--- src/sendFifoPkg.sv ---
package sendFifoPkg;

  typedef logic [7:0] byteT;

  // byte lanes across one 64-bit row
  localparam int laneCnt = 8;

  // bits needed to select a lane, also the rotate amount width
  localparam int laneShW = 3;

  // free and fill counts as seen on the bus
  typedef logic [15:0] fillT;

endpackage

--- src/ioBusPkg.sv ---
package ioBusPkg;

  typedef logic [15:0] ioAddrT;
  typedef logic [3:0]  ioSizeT;
  typedef logic [63:0] ioDataT;

  // one-hot size codes, value equals the byte count
  localparam ioSizeT sizeQ = 4'b1000;
  localparam ioSizeT sizeD = 4'b0100;
  localparam ioSizeT sizeW = 4'b0010;
  localparam ioSizeT sizeB = 4'b0001;

  // register offsets within the 4-lane window
  localparam logic [1:0] laneData   = 2'd0;
  localparam logic [1:0] laneStatus = 2'd1;
  localparam logic [1:0] laneClear  = 2'd2;

  // flat view for the ack mask, per-size lane vectors for the register block
  typedef union packed {
    logic [31:0] flat;
    struct packed {
      logic [3:0] wrQ, rdQ, wrD, rdD, wrW, rdW, wrB, rdB;
    } en;
  } ioAccessU;

endpackage
--- src/fifoWrIf.sv ---
`timescale 1ns/100ps

interface fifoWrIf import ioBusPkg::*, sendFifoPkg::*; ();

  logic   push;
  ioDataT wrData;
  ioSizeT wrSize;
  logic   clr;
  fillT   freeSize;

  modport regs (output push, wrData, wrSize, clr, input freeSize);

  modport fifo (input push, wrData, wrSize, clr, output freeSize);

endinterface

--- src/perifSendPort.sv ---
`timescale 1ns/100ps

module perifSendPort import ioBusPkg::*, sendFifoPkg::*; #(
  parameter ioAddrT      addrBase    = 16'h0040,
  parameter logic [31:0] addrUsed    = 32'h10101250,
  parameter int          fifoAddrLen = 5
) (
  input  logic   clkH,
  input  logic   arstN,
  input  ioAddrT ioAddr,
  input  ioSizeT ioWrSize,
  input  ioSizeT ioRdSize,
  input  ioDataT ioMosi,
  output ioDataT ioMiso,
  output logic   addrAck,
  output logic   addrErr,
  output byteT   txData,
  input  logic   txRdEn,
  output logic   txHasData
);

  ioAccessU access;
  fifoWrIf  fifoWr ();

  ioAddrDecode #(.addrBase(addrBase), .addrUsed(addrUsed)) uDecode (
    .ioAddr   (ioAddr),
    .ioWrSize (ioWrSize),
    .ioRdSize (ioRdSize),
    .access   (access),
    .addrAck  (addrAck),
    .addrErr  (addrErr)
  );

  sendPortRegs uRegs (
    .access (access),
    .ioMosi (ioMosi),
    .ioMiso (ioMiso),
    .fifoWr (fifoWr.regs)
  );

  sendFifo #(.fifoAddrLen(fifoAddrLen)) uFifo (
    .clkH      (clkH),
    .arstN     (arstN),
    .fifoWr    (fifoWr.fifo),
    .txData    (txData),
    .txRdEn    (txRdEn),
    .txHasData (txHasData)
  );

endmodule

--- src/sendFifo.sv ---
`timescale 1ns/100ps

module sendFifo import ioBusPkg::*, sendFifoPkg::*; #(
  parameter int fifoAddrLen = 5
) (
  input  logic  clkH,
  input  logic  arstN,
  fifoWrIf.fifo fifoWr,
  output byteT  txData,
  input  logic  txRdEn,
  output logic  txHasData
);

  localparam int rowW  = fifoAddrLen - laneShW;
  localparam int depth = 1 << fifoAddrLen;

  // one extra bit tells full from empty
  typedef logic [fifoAddrLen:0] idxT;

  idxT                          wrIdx;
  idxT                          rdIdx;
  idxT                          fillCnt;
  logic                         doPush;
  byteT [laneCnt-1:0]           alignData;
  logic [laneCnt-1:0]           alignMask;
  logic [laneCnt-1:0][rowW-1:0] alignAddr;
  logic [laneCnt-1:0]           laneWe;
  byteT [laneCnt-1:0]           memData;
  ioDataT                       ror4, ror2, ror1;

  assign doPush = fifoWr.push & ~fifoWr.clr;

  writeAligner #(.fifoAddrLen(fifoAddrLen)) uAligner (
    .wrIdx      (wrIdx[fifoAddrLen-1:0]),
    .wrData     (fifoWr.wrData),
    .wrSize     (fifoWr.wrSize),
    .laneData   (alignData),
    .laneWrMask (alignMask),
    .laneAddr   (alignAddr)
  );

  assign laneWe = alignMask & {laneCnt{doPush}};

  for (genvar lane = 0; lane < laneCnt; lane++) begin : gLane
    byteLaneMem #(.addrLen(rowW)) uMem (
      .clkH   (clkH),
      .arstN  (arstN),
      .wrAddr (alignAddr[lane]),
      .wrData (alignData[lane]),
      .wrEn   (laneWe[lane]),
      .rdAddr (rdIdx[fifoAddrLen-1:laneShW]),
      .rdData (memData[lane])
    );
  end

  // oldest byte rotated down into lane 0
  assign ror4 = rdIdx[2] ? {memData[3:0], memData[7:4]} : memData;
  assign ror2 = rdIdx[1] ? {ror4[15:0], ror4[63:16]} : ror4;
  assign ror1 = rdIdx[0] ? {ror2[7:0], ror2[63:8]} : ror2;
  assign txData = ror1[7:0];

  always_ff @(posedge clkH or negedge arstN) begin
    if (!arstN) begin
      wrIdx     <= '0;
      rdIdx     <= '0;
      txHasData <= 1'b0;
    end else begin
      if (fifoWr.clr) begin
        wrIdx <= '0;
        rdIdx <= '0;
      end else begin
        if (fifoWr.push) begin
          wrIdx <= wrIdx + idxT'(fifoWr.wrSize);
        end
        rdIdx <= rdIdx + idxT'(txRdEn);
      end
      // held low while a pop or clear is in flight
      txHasData <= (|fillCnt) & ~txRdEn & ~fifoWr.clr;
    end
  end

  assign fillCnt         = wrIdx - rdIdx;
  assign fifoWr.freeSize = fillT'(depth) - fillT'(fillCnt);

endmodule

--- src/byteLaneMem.sv ---
`timescale 1ns/100ps

module byteLaneMem import sendFifoPkg::*; #(
  parameter int addrLen = 2
) (
  input  logic               clkH,
  input  logic               arstN,
  input  logic [addrLen-1:0] wrAddr,
  input  byteT               wrData,
  input  logic               wrEn,
  input  logic [addrLen-1:0] rdAddr,
  output byteT               rdData
);

  localparam int depth = 1 << addrLen;

  byteT mem [depth];

  always_ff @(posedge clkH or negedge arstN) begin
    if (!arstN) begin
      for (int i = 0; i < depth; i++) begin
        mem[i] <= '0;
      end
    end else if (wrEn) begin
      mem[wrAddr] <= wrData;
    end
  end

  // read port is asynchronous
  assign rdData = mem[rdAddr];

endmodule

--- src/writeAligner.sv ---
`timescale 1ns/100ps

module writeAligner import ioBusPkg::*, sendFifoPkg::*; #(
  parameter int fifoAddrLen = 5
) (
  input  logic [fifoAddrLen-1:0]                    wrIdx,
  input  ioDataT                                    wrData,
  input  ioSizeT                                    wrSize,
  output byteT [laneCnt-1:0]                        laneData,
  output logic [laneCnt-1:0]                        laneWrMask,
  output logic [laneCnt-1:0][fifoAddrLen-laneShW-1:0] laneAddr
);

  typedef logic [fifoAddrLen-laneShW-1:0] rowT;

  logic [laneShW-1:0]   shift;
  logic [laneCnt-1:0]   sizeMask;
  ioDataT               dat4, dat2, dat1;
  logic [laneCnt-1:0]   msk4, msk2, msk1;
  logic [2*laneCnt-1:0] spread;
  rowT                  rowCur;
  rowT                  rowNext;

  assign shift = wrIdx[laneShW-1:0];

  // 1/2/4/8 bytes to a low-aligned byte mask
  assign sizeMask = {{4{wrSize[3]}}, {2{|wrSize[3:2]}}, |wrSize[3:1], |wrSize};

  // rotate left in byte steps of 4, 2, 1
  assign dat4 = shift[2] ? {wrData[31:0], wrData[63:32]} : wrData;
  assign dat2 = shift[1] ? {dat4[47:0], dat4[63:48]} : dat4;
  assign dat1 = shift[0] ? {dat2[55:0], dat2[63:56]} : dat2;

  assign msk4 = shift[2] ? {sizeMask[3:0], sizeMask[7:4]} : sizeMask;
  assign msk2 = shift[1] ? {msk4[5:0], msk4[7:6]} : msk4;
  assign msk1 = shift[0] ? {msk2[6:0], msk2[7]} : msk2;

  assign laneData   = dat1;
  assign laneWrMask = msk1;

  // upper half marks lanes that wrapped past lane 7
  assign spread  = {{laneCnt{1'b0}}, sizeMask} << shift;
  assign rowCur  = wrIdx[fifoAddrLen-1:laneShW];
  assign rowNext = rowCur + rowT'(1);

  always_comb begin
    for (int k = 0; k < laneCnt; k++) begin
      laneAddr[k] = spread[laneCnt+k] ? rowNext : rowCur;
    end
  end

endmodule

--- src/sendPortRegs.sv ---
`timescale 1ns/100ps

module sendPortRegs import ioBusPkg::*, sendFifoPkg::*; (
  input  ioAccessU access,
  input  ioDataT   ioMosi,
  output ioDataT   ioMiso,
  fifoWrIf.regs    fifoWr
);

  ioSizeT wrSize;
  fillT   byteCnt;
  logic   fits;

  // data register accepts any size, back to a one-hot code
  always_comb begin
    if (access.en.wrQ[laneData]) begin
      wrSize = sizeQ;
    end else if (access.en.wrD[laneData]) begin
      wrSize = sizeD;
    end else if (access.en.wrW[laneData]) begin
      wrSize = sizeW;
    end else if (access.en.wrB[laneData]) begin
      wrSize = sizeB;
    end else begin
      wrSize = '0;
    end
  end

  assign byteCnt = fillT'(wrSize);

  // too large a write is dropped whole
  assign fits = (byteCnt <= fifoWr.freeSize);

  assign fifoWr.push   = (|wrSize) & fits;
  assign fifoWr.wrSize = wrSize;
  assign fifoWr.wrData = ioMosi;
  assign fifoWr.clr    = access.en.wrB[laneClear];

  // status word, free space in bytes
  assign ioMiso = access.en.rdW[laneStatus] ? ioDataT'(fifoWr.freeSize) : '0;

endmodule

--- src/ioAddrDecode.sv ---
`timescale 1ns/100ps

module ioAddrDecode import ioBusPkg::*; #(
  parameter ioAddrT      addrBase = 16'h0040,
  parameter logic [31:0] addrUsed = 32'h10101250
) (
  input  ioAddrT   ioAddr,
  input  ioSizeT   ioWrSize,
  input  ioSizeT   ioRdSize,
  output ioAccessU access,
  output logic     addrAck,
  output logic     addrErr
);

  logic       baseHit;
  ioSizeT     wrSize;
  ioSizeT     rdSize;
  logic [3:0] laneDec;

  // window of four lanes at the base address
  assign baseHit = (ioAddr[15:2] == addrBase[15:2]);
  assign wrSize  = baseHit ? ioWrSize : '0;
  assign rdSize  = baseHit ? ioRdSize : '0;
  assign laneDec = 4'b0001 << ioAddr[1:0];

  always_comb begin
    access.en.wrQ = {4{wrSize[3]}} & laneDec;
    access.en.rdQ = {4{rdSize[3]}} & laneDec;
    access.en.wrD = {4{wrSize[2]}} & laneDec;
    access.en.rdD = {4{rdSize[2]}} & laneDec;
    access.en.wrW = {4{wrSize[1]}} & laneDec;
    access.en.rdW = {4{rdSize[1]}} & laneDec;
    access.en.wrB = {4{wrSize[0]}} & laneDec;
    access.en.rdB = {4{rdSize[0]}} & laneDec;
  end

  // only implemented size/lane pairs are acknowledged
  assign addrAck = |(access.flat & addrUsed);
  assign addrErr = baseHit & ~addrAck;

endmodule

--- config.mk ---
export PLATFORM = sky130hd
export DESIGN_NAME = perifSendPort
export DESIGN_NICKNAME = d
export VERILOG_FILES = /design/src/sendFifoPkg.sv /design/src/ioBusPkg.sv /design/src/fifoWrIf.sv /design/src/perifSendPort.sv /design/src/sendFifo.sv /design/src/byteLaneMem.sv /design/src/writeAligner.sv /design/src/sendPortRegs.sv /design/src/ioAddrDecode.sv
export SDC_FILE = /design/constraint.sdc
export NUM_CORES = 1
export LEC_CHECK = 0
export BUFFER_PORTS_ARGS = -buffer_cell sky130_fd_sc_hd__buf_4
export CAP_MARGIN = 20
export CORE_AREA = 5 5 274 276
export CTS_BUF_LIST = sky130_fd_sc_hd__clkbuf_4
export CTS_CLUSTER_SIZE = 20
export DETAILED_ROUTE_END_ITERATION = 8
export DIE_AREA = 0 0 279 281
export SYNTH_ARGS = -nofsm -noshare
export SYNTH_HDL_FRONTEND = slang
export SYNTH_SLANG_ARGS = --single-unit
--- constraint.sdc ---
create_clock -name clkH -period 6.6 [get_ports clkH]
set_clock_uncertainty 0.05 [all_clocks]
set_input_delay 0.33 -clock clkH [delete_from_list [all_inputs] [get_ports clkH]]
set_output_delay 0.33 -clock clkH [all_outputs]
set_load 0.02 [all_outputs]
==> results of run 1 <==
[worst reg2reg max path, delay by kind of cell, from the launching register on]
family | cells | cell delay (ps)
DFF | 1 | 720
adders and majority gates | 4 | 1410
AOI/OAI and AO/OA | 5 | 1510
muxes | 1 | 420
and+or+nand+nor | 1 | 140
buffers and inverters | 2 | 300
[flip-flops by register name, indices dropped and copies added (netlist names)]
register and count:
uFifo.txHasData 1, uFifo.wrIdx 6, uFifo.rdIdx 6, uFifo.gLane.uMem.mem 256
[per-stage QoR]
step,power [mW],setup WS (ps)
2_1_floorplan,2.51,1830
3_3_place_gp,2.79,1970
3_5_place_dp,2.81,1820
4_1_cts,4.20,1800
5_1_grt,4.40,1700
6_report,4.17,1940
[worst min-delay path by stage]
stage                                      from                          end  slack, ps  cells after the start
detailed placement   uFifo.gLane[0].uMem.mem[2]   uFifo.gLane[0].uMem.mem[2]        420                      1
finish                                ioAddr[0]               uFifo.wrIdx[3]         90                      3
global route                          ioAddr[0]               uFifo.wrIdx[3]         50                      3
global placement    uFifo.gLane[3].uMem.mem[26]  uFifo.gLane[3].uMem.mem[26]        410                      1
floorplan                                 arstN   uFifo.gLane[0].uMem.mem[0]        -20                      0
CTS                                   ioAddr[0]               uFifo.wrIdx[3]         30                      3
[power breakdown]
group / internal (mW) / switching, mW
logic: 0.432 / 0.630
registers: 1.67 / 0.0629
clock network: 0.677 / 0.697
total: 2.78 / 1.39
[logic make-up after synthesis]
| group | share of synthesized area (%) |
|---|---|
| AND/OR/NAND/NOR | 6.59 |
| XOR/XNOR | 0.798 |
| AO/OA/AOI/OAI | 7.45 |
| flip-flops | 40.9 |
| buffers and inverters | 4.76 |
| other | 0.0228 |
| multiplexers | 37.7 |
| adder cells (fa/ha/maj) | 1.76 |
[cell usage in the layout (no fill, tap or decap), types with 3 or more instances in the layout]
cell type and instances:
buf_4 127, a21oi_2 28, xnor2_1 11, nor2_1 72, nand2_1 117, nor2b_1 4
o21ai_0 34, or2_2 3, mux2_2 184, a211oi_1 9, inv_1 14, a21o_1 11
nand2b_1 5, ha_1 20, mux2_1 128, clkbuf_4 97, o21a_1 3, o31ai_1 7
nand3_1 4, conb_1 48, and3_1 5, o211ai_4 4, o211ai_1 9, dfrtp_1 264
inv_2 4, a21oi_1 38, mux4_2 88, dfrtp_2 3, and2_1 5, nor3_1 18
or3_1 3, clkinv_1 13, mux2i_1 72, o21bai_1 11, nand4_1 6, xor2_1 4
[area by class of cell]
class / count / area, um2
inverters: 17 / 63.8
multi-input cells: 981 / 9140
flip-flops and latches: 269 / 6740
clock buffers: 97 / 728
clock inverters: 18 / 78.8
repair buffers: 132 / 1040
fillers: 7573 / 53300
well taps: 959 / 1200
diodes: 2 / 5.00
[repair_timing]
| action | CTS | global route |
|---|---|---|
| hold buffers | 2 | 0 |
| hold endpoints to repair | 127 | 0 |
| gates resized for setup | 0 | 0 |
| buffers inserted | 0 | 0 |
[layer usage]
layer  vias to the layer above  part of all wire [%]
met5                         -                     0
met4                         0                   2.0
met3                        65                   7.2
met2                       395                    47
met1                      5953                    44
li1                       5182                     -
==> results.toml, run 1 <==
[final_layout]
fin_cells = 2475
drive_above_1_share_pct = 36.5
areaGrowthSynthToFinish_pct = 15.3
stdcell_area_um2 = 19000
post-route-util_pct = 26.3
num-nets-final = 1583

[global_routing]
grt_use_total_pct = 12.2
grt_use_met3_pct = 3.44
grt_antenna_before_repair = 2
grt_overflow = 0
grt_use_met1_pct = 16.4
grt_max_degree = 128
use_met2_pct = 19.5
grt_pass1_vias = 11900
top_usage_layer = "met2"
grt_first_pass_wirelength_um = 73500

[die]
core_area_um2 = 72300
die_x_um = 279
rows = 99
die-area_um2 = 78400
io_pins = 166
start_util_pct = 22.8
dieHeight_um = 281

[placement]
place_congestion = 0.842
post-dp-hpwl_um = 36000
dpl.cell_count = 2353
place_area_um2 = 18100
numPortBuffers = 114

[timing]
whs_ps = 94.3
rsz0062_at_grt = "false"
maxSlewHeadroom_pct = 26.1
finalHoldViolCount = 0
max_freq_mhz = 215
period_share_pct = 70.5
tightest_slew_ps = 1110
setup_viol = 0
slew_violations = 0
finalCriticalPeriod_ps = 4660
fin_setup_tns_ps = 0

[run_status]
outcome = "finished, final reports clean"

[clock_network]
cts.sink_count = 269
cts.htree.levels = 3
max-clock-path-buffers = 3
path_clk_slew_ps = 70
clk_latency_ps = 700
numCtsBuffers = 69
root_buffer = "clkbuf_4"
cts_tree = "built"

[logic_synthesis]
synthCells = 1348
synth_edf_count = 0
synth_top_area_cell = "dfrtp_1"
yosysMostFrequentCell = "dfrtp_1"
synthTopCellsByCount = "dfrtp_1, mux2_2, mux2_1, nand2_1, mux4_2"
synthTopCellsByArea = "dfrtp_1, mux2_2, mux4_2"
synthFlopType = "dfrtp_1"
synth.yosys.seq_area_share_pct = 40.9
synth_area_um2 = 16500
synth-seq-cells = 269
avgSynthCellArea_um2 = 12.2
synth_async_sr_flop_share_pct = 100
synth_cell_types = 62
synth_top_area_share_pct = 40.9
yosysWarnings = 0

[setup_path]
path_cells = "ha_1 -> fa_1 -> ha_1 -> inv_1 -> ha_1 -> nor2b_1 -> o21a_1 -> o21a_1 -> o21ai_0 -> o21ai_1 -> buf_4 -> a21oi_2 -> mux2_2"
r2r-end = "uFifo.gLane[6].uMem.mem[25]"
cp.required_ps = 7140
slowest_stage = "dfrtp_1"
crit_top_cell = "ha_1"
startpoint = "uFifo.rdIdx[0]"
r2r_start = "uFifo.rdIdx[0]"
cp.depth = 13
cp-start-kind = "flop"
crit_path_max_incr_delay_ps = 720
crit_buf_inv = 2
path_class = "flop to flop"
cp.arrival_ps = 5190
reg2reg_slack_ps = 1940
critPathCapture = "uFifo.gLane[6].uMem.mem[25]"
critPathMaxFanout = 10
crit_path_end_kind = "flop"
reg2reg_depth = 13
crit_family = "compound AO/OA/AOI/OAI gates"

[routing]
drtAntennaViolNets = 0
drt_iter0_markers = 1020
viasPerCell = 4.68
dr.pass1.iters = 5
wirelength_um = 49000
wl_per_cell_um = 19.8
vias = 11600
drc = 0

[min_path]
hold_path_class = "input pin to flop"

[pwr]
p_per_area_nw_per_um2 = 219
leakagePower_nw = 9.20
ir_worst_vdd_mv = 0.211

[flow_run]
maxCapViolations = 0
No activity file was read; power rests on OpenSTA's default activity.
==> run 2, diff against run 1 <==
Clock period 6.6 ns to 4.6 ns, I/O delays scaled along.
==> run 2 against run 1 <==
Register-to-register slack worse by 1600 ps. Total power rose by 48%. Non-clock buffer count is 29 higher. Largest power group unchanged.
==> results.toml, run 2 (synthesis results as in run 1) <==
[setup_path]
reg2reg_depth = 13
path_cells = "inv_2 -> ha_1 -> fa_1 -> ha_1 -> inv_1 -> ha_1 -> nor2b_1 -> o21a_1 -> o21a_1 -> o21ai_0 -> o21ai_1 -> a21oi_2 -> mux2_2"
cp.depth = 13
critPathMaxFanout = 8
cp-start-kind = "flop"
crit_path_end_kind = "flop"
slowest_stage = "a21oi_2"
crit_path_max_incr_delay_ps = 740
crit_family = "compound AO/OA/AOI/OAI gates"
crit_top_cell = "ha_1"
path_class = "flop to flop"
r2r_start = "uFifo.wrIdx[0]"
cp.required_ps = 5170
startpoint = "uFifo.wrIdx[0]"
crit_buf_inv = 2
cp.arrival_ps = 4870

[global_routing]
grt_use_met1_pct = 16.3
grt_overflow = 0
use_met2_pct = 19.5
grt_max_degree = 136
grt_antenna_before_repair = 7
top_usage_layer = "met2"
grt_use_total_pct = 12.3
grt_pass1_vias = 12200
grt_first_pass_wirelength_um = 74400
grt_use_met3_pct = 3.63

[placement]
post-dp-hpwl_um = 36200
pre_cts_ws_ps = 209
place_congestion = 0.847
place_area_um2 = 18300
numPortBuffers = 114

[final_layout]
layout_commonest_cell = "dfrtp_1"
num-nets-final = 1616
reg_top3 = "uFifo.gLane.uMem.mem (256), uFifo.rdIdx (6), uFifo.wrIdx (6)"
top_register = "uFifo.gLane.uMem.mem"
stdcell_area_um2 = 19300
areaGrowthSynthToFinish_pct = 17.2
largest_reg_flops = 256
nFillCells = 7547
drive_above_1_share_pct = 37.9
mostFrequentLayoutCells = "dfrtp_1, mux2_2, buf_4"

[clock_network]
cts_tree = "built"
cts.sink_count = 269
numCtsBuffers = 73
path_clk_slew_ps = 60
cts.htree.levels = 3
max-clock-path-buffers = 3
clk_latency_ps = 740
root_buffer = "clkbuf_4"

[die]
die-area_um2 = 78400
io_pins = 166
core_area_um2 = 72300
start_util_pct = 22.8
rows = 99
dieHeight_um = 281
die_x_um = 279

[timing]
maxSlewHeadroom_pct = 28.7
period_share_pct = 93.5
tightest_slew_ps = 1070
setup_viol = 0
slew_violations = 0
whs_ps = 85.9
worst_slack_ps = 300
finalHoldViolCount = 0
finalCriticalPeriod_ps = 4300
max_freq_mhz = 233
rsz0062_at_grt = "true"

[routing]
drc = 0
wirelength_um = 49300
dr.pass1.iters = 5
drtAntennaViolNets = 0
vias = 11700
drt_iter0_markers = 912
viasPerCell = 4.66
wl_per_cell_um = 19.6

[min_path]
whs_path_depth = 5
min_from = "ioWrSize[0]"
hold_path_class = "input pin to flop"

[run_status]
outcome = "finished, final reports clean"

[pwr]
leakagePower_nw = 9.39
p_per_area_nw_per_um2 = 320
ir_worst_vdd_mv = 0.312

[flow_run]
maxCapViolations = 0
==> run 2: final cells by class <==
cell class | count | area (um2) | area share (%)
Clock buffer | 100 | 751 | 3.89
Multi-Input combinational cell | 981 | 9140 | 47.3
Sequential cell | 269 | 6740 | 34.9
Clock inverter | 20 | 148 | 0.765
Inverter | 17 | 63.8 | 0.331
Tap cell | 959 | 1200 | 6.22
Timing Repair Buffer | 161 | 1240 | 6.44
Antenna cell | 8 | 20.0 | 0.104
==> run 2: worst min-delay path, delay by kind of cell <==
family,cells,cell delay (ps)
buffers and inverters,2,330
and+or+nand+nor,3,260
==> run 2: repair_timing <==
| action | CTS | global route |
|---|---|---|
| endpoints found under the hold margin | 140 | 0 |
| gates resized for setup | 0 | 1 |
| hold buffers | 5 | 0 |
| setup buffers | 0 | 0 |
| endpoints found under the setup margin | 0 | 9 |
==> run 2: power by group <==
part           switching (mW)  internal (mW)
clock network            1.05           1.12
registers              0.0223           2.40
logic                   0.967          0.618
==> run 2: path summary, 6_finish.rpt <==
kind	endpoint	slack, ps
worst max-delay path	uFifo.gLane[4].uMem.mem[18]	300
worst min-delay path	uFifo.rdIdx[3]	90
worst max register to register	uFifo.gLane[4].uMem.mem[18]	300
worst min register to register	uFifo.gLane[0].uMem.mem[14]	430
max in group asynchronous	uFifo.gLane[1].uMem.mem[22]	3200
min in group asynchronous	uFifo.gLane[2].uMem.mem[11]	110
==> run 2: through the flow <==
stage	util, %	power (mW)	cells	setup TNS, ps
2_1_floorplan	-	3.59	1395	0
4_1_cts	26.7	6.26	2507	0
5_1_grt	26.7	6.51	2515	-3.30
3_3_place_gp	25.3	4.03	2381	0
3_5_place_dp	25.3	4.06	2382	0
6_report	26.7	6.18	2515	0
==> run 2: layer usage <==
metal | routed length [um] | vias to the layer above
met4 | 1070 | 2
met5 | 13 | -
met2 | 22800 | 429
li1 | - | 5247
met3 | 3890 | 82
met1 | 21500 | 5959
